`config.mk`:
```
export PLATFORM = sky130hd
export DESIGN_NAME = checkpoint_array_wrapper
export DESIGN_NICKNAME = d
export VERILOG_FILES = /design/src/hdl/branch_types_pkg.sv /design/src/hdl/core_types_pkg.sv /design/src/hdl/checkpoint_save_if.sv /design/src/hdl/checkpoint_array.sv /design/src/hdl/checkpoint_array_wrapper.sv /design/src/hdl/checkpoint_free_list.sv
export SDC_FILE = /design/constraint.sdc
export NUM_CORES = 2
export LEC_CHECK = 0
export ABC_AREA = 1
export BUFFER_PORTS_ARGS = -buffer_cell sky130_fd_sc_hd__buf_2
export CORE_MARGIN = 2
export CORE_UTILIZATION = 60
export CTS_CLUSTER_SIZE = 8
export DETAILED_ROUTE_END_ITERATION = 6
export GPL_TIMING_DRIVEN = 0
export MAX_ROUTING_LAYER = met4
export PLACE_DENSITY_LB_ADDON = 0.25
export SLEW_MARGIN = 20
export SYNTH_ARGS = -nofsm -noshare
export SYNTH_HDL_FRONTEND = slang
export SYNTH_SLANG_ARGS = --single-unit
```
`constraint.sdc`:
```
create_clock -name CLK -period 15.4 [get_ports CLK]
set_input_delay 1.54 -clock CLK [delete_from_list [all_inputs] [get_ports CLK]]
set_output_delay 1.54 -clock CLK [all_outputs]
set_load 0.02 [all_outputs]
```
`src/hdl/branch_types_pkg.sv`:
```
package branch_types_pkg;

	// --------------------------------------------------
	// predictor history widths

	// per-branch local history
	parameter int LH_LENGTH = 8;

	// shared global history
	parameter int GH_LENGTH = 12;

	// return address stack pointer
	parameter int RAS_INDEX_WIDTH = 3;

	// --------------------------------------------------
	// predictor state types

	typedef logic [LH_LENGTH-1:0] lh_t;

	typedef logic [GH_LENGTH-1:0] gh_t;

	typedef logic [RAS_INDEX_WIDTH-1:0] ras_index_t;

endpackage

```
`src/hdl/core_types_pkg.sv`:
```
package core_types_pkg;

	// --------------------------------------------------
	// architectural and physical register space

	// registers visible to software
	parameter int AR_COUNT = 32;

	// physical register tag width
	parameter int LOG_PR_COUNT = 7;

	// --------------------------------------------------
	// rename types

	// one physical register tag
	typedef logic [LOG_PR_COUNT-1:0] pr_tag_t;

	// full rename map, one tag per architectural register
	// entry i holds the tag for architectural register i
	typedef pr_tag_t [AR_COUNT-1:0] map_table_t;

endpackage

```
`src/hdl/checkpoint_save_if.sv`:
```
`timescale 1ns/10ps

interface checkpoint_save_if #(
	parameter int CHECKPOINT_INDEX_WIDTH = 3
) ();

	import core_types_pkg::*;
	import branch_types_pkg::*;

	// request side, one snapshot per cycle
	logic valid;
	map_table_t map_table;
	lh_t lh;
	gh_t gh;
	ras_index_t ras_index;

	// response, valid in the same cycle as the request
	logic ready;
	logic [CHECKPOINT_INDEX_WIDTH-1:0] index;

	modport requester (
		output valid, map_table, lh, gh, ras_index,
		input ready, index
	);

	modport allocator (
		input valid, map_table, lh, gh, ras_index,
		output ready, index
	);

endinterface

```
`src/hdl/checkpoint_array.sv`:
```
`timescale 1ns/10ps

module checkpoint_array #(
	parameter int CHECKPOINT_COUNT = 8,
	parameter int CHECKPOINT_INDEX_WIDTH = $clog2(CHECKPOINT_COUNT),
	parameter int CHECKPOINT_THRESHOLD = 4
) (
	input logic CLK,
	input logic nRST,

	// snapshot save
	checkpoint_save_if.allocator save,

	// map table restore
	input logic [CHECKPOINT_INDEX_WIDTH-1:0] map_table_restore_index,
	output core_types_pkg::map_table_t map_table_restore_map_table,

	// branch info restore
	input logic [CHECKPOINT_INDEX_WIDTH-1:0] branch_info_restore_index,
	output branch_types_pkg::lh_t branch_info_restore_lh,
	output branch_types_pkg::gh_t branch_info_restore_gh,
	output branch_types_pkg::ras_index_t branch_info_restore_ras_index,

	// slot release on branch resolve
	input logic clear_valid,
	input logic [CHECKPOINT_INDEX_WIDTH-1:0] clear_index,

	output logic above_threshold
);

	import core_types_pkg::*;
	import branch_types_pkg::*;

	// --------------------------------------------------
	// storage

	// separate arrays keep the two read ports independent
	map_table_t map_table_array [CHECKPOINT_COUNT];
	lh_t lh_array [CHECKPOINT_COUNT];
	gh_t gh_array [CHECKPOINT_COUNT];
	ras_index_t ras_index_array [CHECKPOINT_COUNT];

	logic save_fire;

	// --------------------------------------------------
	// slot allocation

	assign save_fire = save.valid & save.ready;

	checkpoint_free_list #(
		.CHECKPOINT_COUNT(CHECKPOINT_COUNT),
		.CHECKPOINT_INDEX_WIDTH(CHECKPOINT_INDEX_WIDTH),
		.CHECKPOINT_THRESHOLD(CHECKPOINT_THRESHOLD)
	) free_list (
		.CLK(CLK),
		.nRST(nRST),
		.alloc(save_fire),
		.alloc_ready(save.ready),
		.alloc_index(save.index),
		.clear_valid(clear_valid),
		.clear_index(clear_index),
		.above_threshold(above_threshold)
	);

	// --------------------------------------------------
	// write on accepted save

	always_ff @(posedge CLK) begin
		if (save_fire) begin
			map_table_array[save.index] <= save.map_table;
		end
	end

	always_ff @(posedge CLK) begin
		if (save_fire) begin
			lh_array[save.index] <= save.lh;
			gh_array[save.index] <= save.gh;
			ras_index_array[save.index] <= save.ras_index;
		end
	end

	// --------------------------------------------------
	// restore reads

	// old contents are seen when the slot is written at the same edge
	assign map_table_restore_map_table = map_table_array[map_table_restore_index];

	assign branch_info_restore_lh = lh_array[branch_info_restore_index];
	assign branch_info_restore_gh = gh_array[branch_info_restore_index];
	assign branch_info_restore_ras_index = ras_index_array[branch_info_restore_index];

endmodule

```
`src/hdl/checkpoint_array_wrapper.sv`:
```
`timescale 1ns/10ps

module checkpoint_array_wrapper #(
	parameter int CHECKPOINT_COUNT = 8,
	parameter int CHECKPOINT_INDEX_WIDTH = $clog2(CHECKPOINT_COUNT),
	parameter int CHECKPOINT_THRESHOLD = 4
) (
	input logic CLK,
	input logic nRST,

	// snapshot save
	input logic next_save_valid,
	input core_types_pkg::map_table_t next_save_map_table,
	input branch_types_pkg::lh_t next_save_lh,
	input branch_types_pkg::gh_t next_save_gh,
	input branch_types_pkg::ras_index_t next_save_ras_index,

	output logic last_save_ready,
	output logic [CHECKPOINT_INDEX_WIDTH-1:0] last_save_index,

	// map table restore
	input logic [CHECKPOINT_INDEX_WIDTH-1:0] next_map_table_restore_index,
	output core_types_pkg::map_table_t last_map_table_restore_map_table,

	// branch info restore
	input logic [CHECKPOINT_INDEX_WIDTH-1:0] next_branch_info_restore_index,
	output branch_types_pkg::lh_t last_branch_info_restore_lh,
	output branch_types_pkg::gh_t last_branch_info_restore_gh,
	output branch_types_pkg::ras_index_t last_branch_info_restore_ras_index,

	// slot release
	input logic next_clear_valid,
	input logic [CHECKPOINT_INDEX_WIDTH-1:0] next_clear_index,

	// free slot level for the front end stall
	output logic last_above_threshold
);

	import core_types_pkg::*;
	import branch_types_pkg::*;

	// --------------------------------------------------
	// array side signals

	checkpoint_save_if #(
		.CHECKPOINT_INDEX_WIDTH(CHECKPOINT_INDEX_WIDTH)
	) save_if ();

	logic [CHECKPOINT_INDEX_WIDTH-1:0] map_table_restore_index;
	map_table_t map_table_restore_map_table;

	logic [CHECKPOINT_INDEX_WIDTH-1:0] branch_info_restore_index;
	lh_t branch_info_restore_lh;
	gh_t branch_info_restore_gh;
	ras_index_t branch_info_restore_ras_index;

	logic clear_valid;
	logic [CHECKPOINT_INDEX_WIDTH-1:0] clear_index;

	logic above_threshold;

	checkpoint_array #(
		.CHECKPOINT_COUNT(CHECKPOINT_COUNT),
		.CHECKPOINT_INDEX_WIDTH(CHECKPOINT_INDEX_WIDTH),
		.CHECKPOINT_THRESHOLD(CHECKPOINT_THRESHOLD)
	) array (
		.CLK(CLK),
		.nRST(nRST),
		.save(save_if.allocator),
		.map_table_restore_index(map_table_restore_index),
		.map_table_restore_map_table(map_table_restore_map_table),
		.branch_info_restore_index(branch_info_restore_index),
		.branch_info_restore_lh(branch_info_restore_lh),
		.branch_info_restore_gh(branch_info_restore_gh),
		.branch_info_restore_ras_index(branch_info_restore_ras_index),
		.clear_valid(clear_valid),
		.clear_index(clear_index),
		.above_threshold(above_threshold)
	);

	// --------------------------------------------------
	// input stage

	always_ff @(posedge CLK, negedge nRST) begin
		if (!nRST) begin
			save_if.valid <= 1'b0;
			save_if.map_table <= '0;
			save_if.lh <= '0;
			save_if.gh <= '0;
			save_if.ras_index <= '0;
			map_table_restore_index <= '0;
			branch_info_restore_index <= '0;
			clear_valid <= 1'b0;
			clear_index <= '0;
		end else begin
			save_if.valid <= next_save_valid;
			save_if.map_table <= next_save_map_table;
			save_if.lh <= next_save_lh;
			save_if.gh <= next_save_gh;
			save_if.ras_index <= next_save_ras_index;
			map_table_restore_index <= next_map_table_restore_index;
			branch_info_restore_index <= next_branch_info_restore_index;
			clear_valid <= next_clear_valid;
			clear_index <= next_clear_index;
		end
	end

	// --------------------------------------------------
	// output stage

	// save response lines up with the save it belongs to
	always_ff @(posedge CLK, negedge nRST) begin
		if (!nRST) begin
			last_save_ready <= 1'b0;
			last_save_index <= '0;
			last_map_table_restore_map_table <= '0;
			last_branch_info_restore_lh <= '0;
			last_branch_info_restore_gh <= '0;
			last_branch_info_restore_ras_index <= '0;
			last_above_threshold <= 1'b0;
		end else begin
			last_save_ready <= save_if.ready;
			last_save_index <= save_if.index;
			last_map_table_restore_map_table <= map_table_restore_map_table;
			last_branch_info_restore_lh <= branch_info_restore_lh;
			last_branch_info_restore_gh <= branch_info_restore_gh;
			last_branch_info_restore_ras_index <= branch_info_restore_ras_index;
			last_above_threshold <= above_threshold;
		end
	end

endmodule

```
`src/hdl/checkpoint_free_list.sv`:
```
`timescale 1ns/10ps

module checkpoint_free_list #(
	parameter int CHECKPOINT_COUNT = 8,
	parameter int CHECKPOINT_INDEX_WIDTH = $clog2(CHECKPOINT_COUNT),
	parameter int CHECKPOINT_THRESHOLD = 4
) (
	input logic CLK,
	input logic nRST,

	// allocation, taken only when alloc_ready is high
	input logic alloc,
	output logic alloc_ready,
	output logic [CHECKPOINT_INDEX_WIDTH-1:0] alloc_index,

	// release of a slot
	input logic clear_valid,
	input logic [CHECKPOINT_INDEX_WIDTH-1:0] clear_index,

	output logic above_threshold
);

	typedef logic [CHECKPOINT_INDEX_WIDTH-1:0] slot_index_t;
	typedef logic [$clog2(CHECKPOINT_COUNT+1)-1:0] free_count_t;

	logic [CHECKPOINT_COUNT-1:0] occupied;
	logic [CHECKPOINT_COUNT-1:0] next_occupied;
	free_count_t free_count;
	free_count_t next_free_count;
	logic clear_hit;

	// --------------------------------------------------
	// lowest free slot

	always_comb begin
		alloc_index = '0;
		// walk down so the lowest free slot is the last one kept
		for (int i = CHECKPOINT_COUNT - 1; i >= 0; i--) begin
			if (!occupied[i]) begin
				alloc_index = slot_index_t'(i);
			end
		end
	end

	assign alloc_ready = ~&occupied;

	// a clear only counts when its slot is actually held
	assign clear_hit = clear_valid & occupied[clear_index];

	// --------------------------------------------------
	// occupancy and free count update

	always_comb begin
		next_occupied = occupied;
		next_free_count = free_count;
		// clear first, alloc index came from the old occupancy
		if (clear_hit) begin
			next_occupied[clear_index] = 1'b0;
		end
		if (alloc) begin
			next_occupied[alloc_index] = 1'b1;
		end
		case ({alloc, clear_hit})
			2'b10: next_free_count = free_count - free_count_t'(1);
			2'b01: next_free_count = free_count + free_count_t'(1);
			default: next_free_count = free_count;
		endcase
	end

	always_ff @(posedge CLK, negedge nRST) begin
		if (!nRST) begin
			occupied <= '0;
			free_count <= free_count_t'(CHECKPOINT_COUNT);
		end else begin
			occupied <= next_occupied;
			free_count <= next_free_count;
		end
	end

	assign above_threshold = free_count >= free_count_t'(CHECKPOINT_THRESHOLD);

endmodule

```
==> out/qor.csv <==
stage;metric;value;unit
status;status;finished with violations;
status;violations;design-rule violations;
global_route;grt_pass1_vias;55984;
yosys;seq_area_frac_synth;80.4;%
clock_tree;cts_root_buffer;clkbuf_16;
setup_path;crit_family;buffers and inverters;
placement;gp_congestion;0.862;
setup_path;crit_buf_inv;4;
setup_path;critPathKind;reg2reg;
yosys;synth_area_leader_cell;edfxtp_1;
routing;drc_errors;3;
floorplan;placementRows;142;
setup_path;crit_chain;clkbuf_1 -> inv_2 -> clkbuf_2 -> clkbuf_1 -> a31oi_1;
setup_path;cp-end-kind;flip-flop;
placement;portBuffers;511;
yosys;synthCells;6468;
clock_tree;ctsLongestPathBuffers;4;
clock_tree;htreeDepth;5;
floorplan;die-area;0.153;mm²
routing;drt_first_iter_violations;6645;
setup_path;cp.arrival;3.95;ns
yosys;ys_types;25;
sta;rsz0062_at_grt;no;
setup_path;critPathMaxStageDelay;0.78;ns
global_route;grt_pass1_wl;344;mm
sta;worst_pin_slew;1.10;ns
global_route;antenna_found_initial;30;
final_layout;mostFrequentLayoutCell;edfxtp_1;
sta;period_minus_slack;3.22;ns
floorplan;fp.dieH;391;µm
sta;period_share;20.9;%
yosys;synth-adder-area-share;0.0639;%
floorplan;io_pins;512;
routing;routed_wl;237;mm
pwr;peakVddDrop;118;µV
yosys;ys.warnings.count;0;
placement;dp_hpwl;141;mm
yosys;synth_compound_area_share;8.63;%
yosys;synthesis.area;0.0900;mm²
global_route;gr-total-overflow;0;
clock_tree;cts_tree;done;
global_route;grt_start_max_net_pins;95;
worst_hold_path;min_path_type;reg2reg;
floorplan;initial_core_util;60.2;%
final_layout;syn_to_final_growth;18.7;%
clock_tree;postCtsHoldBufs;0;
global_route;grt_usage;31.7;%
setup_path;cp_common_cell;clkbuf_1;
yosys;synth_top_cell_area_share;65.9;%
clock_tree;cts_resized;0;
pwr;powerDensity;168;mW/mm²
pwr;leakagePower;39.0;nW
yosys;muxShareOfSynthArea;0;%
floorplan;coreArea;0.149;mm²
sta;fin_hold_ws;0.491;ns
setup_path;crit_path_max_fanout;10;
floorplan;chipWidth;391;µm
clock_tree;worstSkewPairLatency;0.91;ns
routing;wl_per_cell;24.4;µm
setup_path;cp.required;16.13;ns
sta;setup_viol;0;
routing;num_vias;56954;
final_layout;final_cell_mix;edfxtp_1 (1976), nor2_1 (1247), nand2_1 (787);
yosys;synth-simple-area-share;8.63;%
clock_tree;cts_buffers;362;
setup_path;critPathLaunchType;flip-flop;
yosys;synth_xor_area_share;0.0389;%
routing;first_pass_iters;7;
sta;finalMaxSlewViolations;0;
yosys;yosys-top-cells-area;edfxtp_1 (66%), dfrtp_1 (14%), nor2_1 (5.2%);
clock_tree;post_cts_buffers;0;
yosys;ys_ff_latch;2498;
routing;viasPerCell;5.86;
setup_path;cpMaxStageDelayCell;clkbuf_1;
yosys;synth_fp_nets;6732;
clock_tree;clock-sinks;2498;
sta;clock_skew;0.0458;ns
sta;timing.fmax;0.310;GHz
final_layout;drive_above_1_share;14.2;%
yosys;syn_avg_cell_area;13.9;µm²
clock_tree;clk_pin_slew;0.05;ns
pwr;total_power;18.0;mW
final_layout;nets;7661;
yosys;synth_top_family_by_area;simple AND/OR/NAND/NOR gates;
sta;final_hold_viol_count;0;
routing;detail-route-antenna-nets;0;
run;drv_cap;0;
sta;relSlewSlack;26.7;%
## registers in the layout, indices dropped and copies added, names as in the netlist
signal and count:
array.free_list.free_count 4, array.free_list.occupied 8, array.gh_array 96, array.lh_array 64, array.map_table_array 1792, array.ras_index_array 24, branch_info_restore_index 3, clear_index 3
clear_valid 1, last_above_threshold 1, last_branch_info_restore_gh 12, last_branch_info_restore_lh 8, last_branch_info_restore_ras_index 3, last_map_table_restore_map_table 224, last_save_index 3, last_save_ready 1
map_table_restore_index 3, save_if.gh 12, save_if.lh 8, save_if.map_table 224, save_if.ras_index 3, save_if.valid 1
## final timing paths
path                                                    start                               endpoint  slack [ns]  cells after the start
worst min register to register  array.free_list.free_count[3]          array.free_list.free_count[3]        0.49                      2
worst max register to register     map_table_restore_index[2]  last_map_table_restore_map_table[107]       12.18                      5
min in group asynchronous                                nRST   last_map_table_restore_map_table[28]        0.59                      1
worst min-delay path            array.free_list.free_count[3]          array.free_list.free_count[3]        0.49                      2
worst max-delay path               map_table_restore_index[2]  last_map_table_restore_map_table[107]       12.18                      5
max in group asynchronous                                nRST  last_map_table_restore_map_table[145]       13.01                      4
## layer usage
layer	wire length, µm	part of all wire [%]	track usage, %
met1	89100	38	41.5
met2	111000	47	47.9
met3	25600	11	6.59
met4	10700	4.5	15.3
met5	0	0	-
## logic make-up after synthesis
logic type	Yosys count
buf+inv	412
simple gates	2060
compound gates	1490
fa+ha+maj	4
xor+xnor	4
flops	2498
## worst reg2reg max path, stage by stage, from the launching register on
cell and delay (ns):
dfrtp_1 0.34, clkbuf_1 0.78, inv_2 0.38, clkbuf_2 0.53, clkbuf_1 0.48, a31oi_1 0.55
## power by group
group          internal [mW]  leakage, nW  switching [mW]  total, mW
Clock                   4.43         4.89            2.74       7.16
Sequential              8.47         24.0           0.317       8.79
Combinational          0.510         10.2            1.50       2.01
## layout make-up
class	count	area [µm²]
diodes	13	32.5
plain buffers	381	1880
clock buffers	642	10200
clock inverters	9	106
fillers	9317	42600
inverters	31	161
multi-input cells	3558	15600
flip-flops and latches	2498	72400
well taps	2016	2520
repair buffers	565	3900
## metrics by stage
step | area [µm²] | setup TNS, ns | instances | util [%] | setup slack (ns)
after floorplan | 90000 | 0 | 6468 | - | 3.53
after global placement | 95100 | -2904.97 | 8995 | 63.6 | -6.12
after detailed placement | 96500 | 0 | 9049 | 64.6 | 12.07
after CTS | 107000 | 0 | 9700 | 71.5 | 12.23
after global routing | 107000 | 0 | 9712 | 71.5 | 12.00
final | 107000 | 0 | 9713 | 71.5 | 12.18
## Yosys cell counts
master,instances
fa_1,1
xnor2_1,3
inv_2,4
buf_4,32
o21ai_0,768
edfxtp_1,1976
nor2_1,1249
a31oi_1,247
nand3b_1,1
ha_1,3
dfrtp_1,521
buf_2,65
nand4_1,3
a21oi_1,250
or2_2,1
nor3_1,5
clkbuf_1,248
dfstp_2,1
xor2_1,1
o21ai_1,225
buf_1,4
nand2_1,787
inv_1,27
nand3_1,14
buf_6,32
No activity file was read; power rests on OpenSTA's default activity.
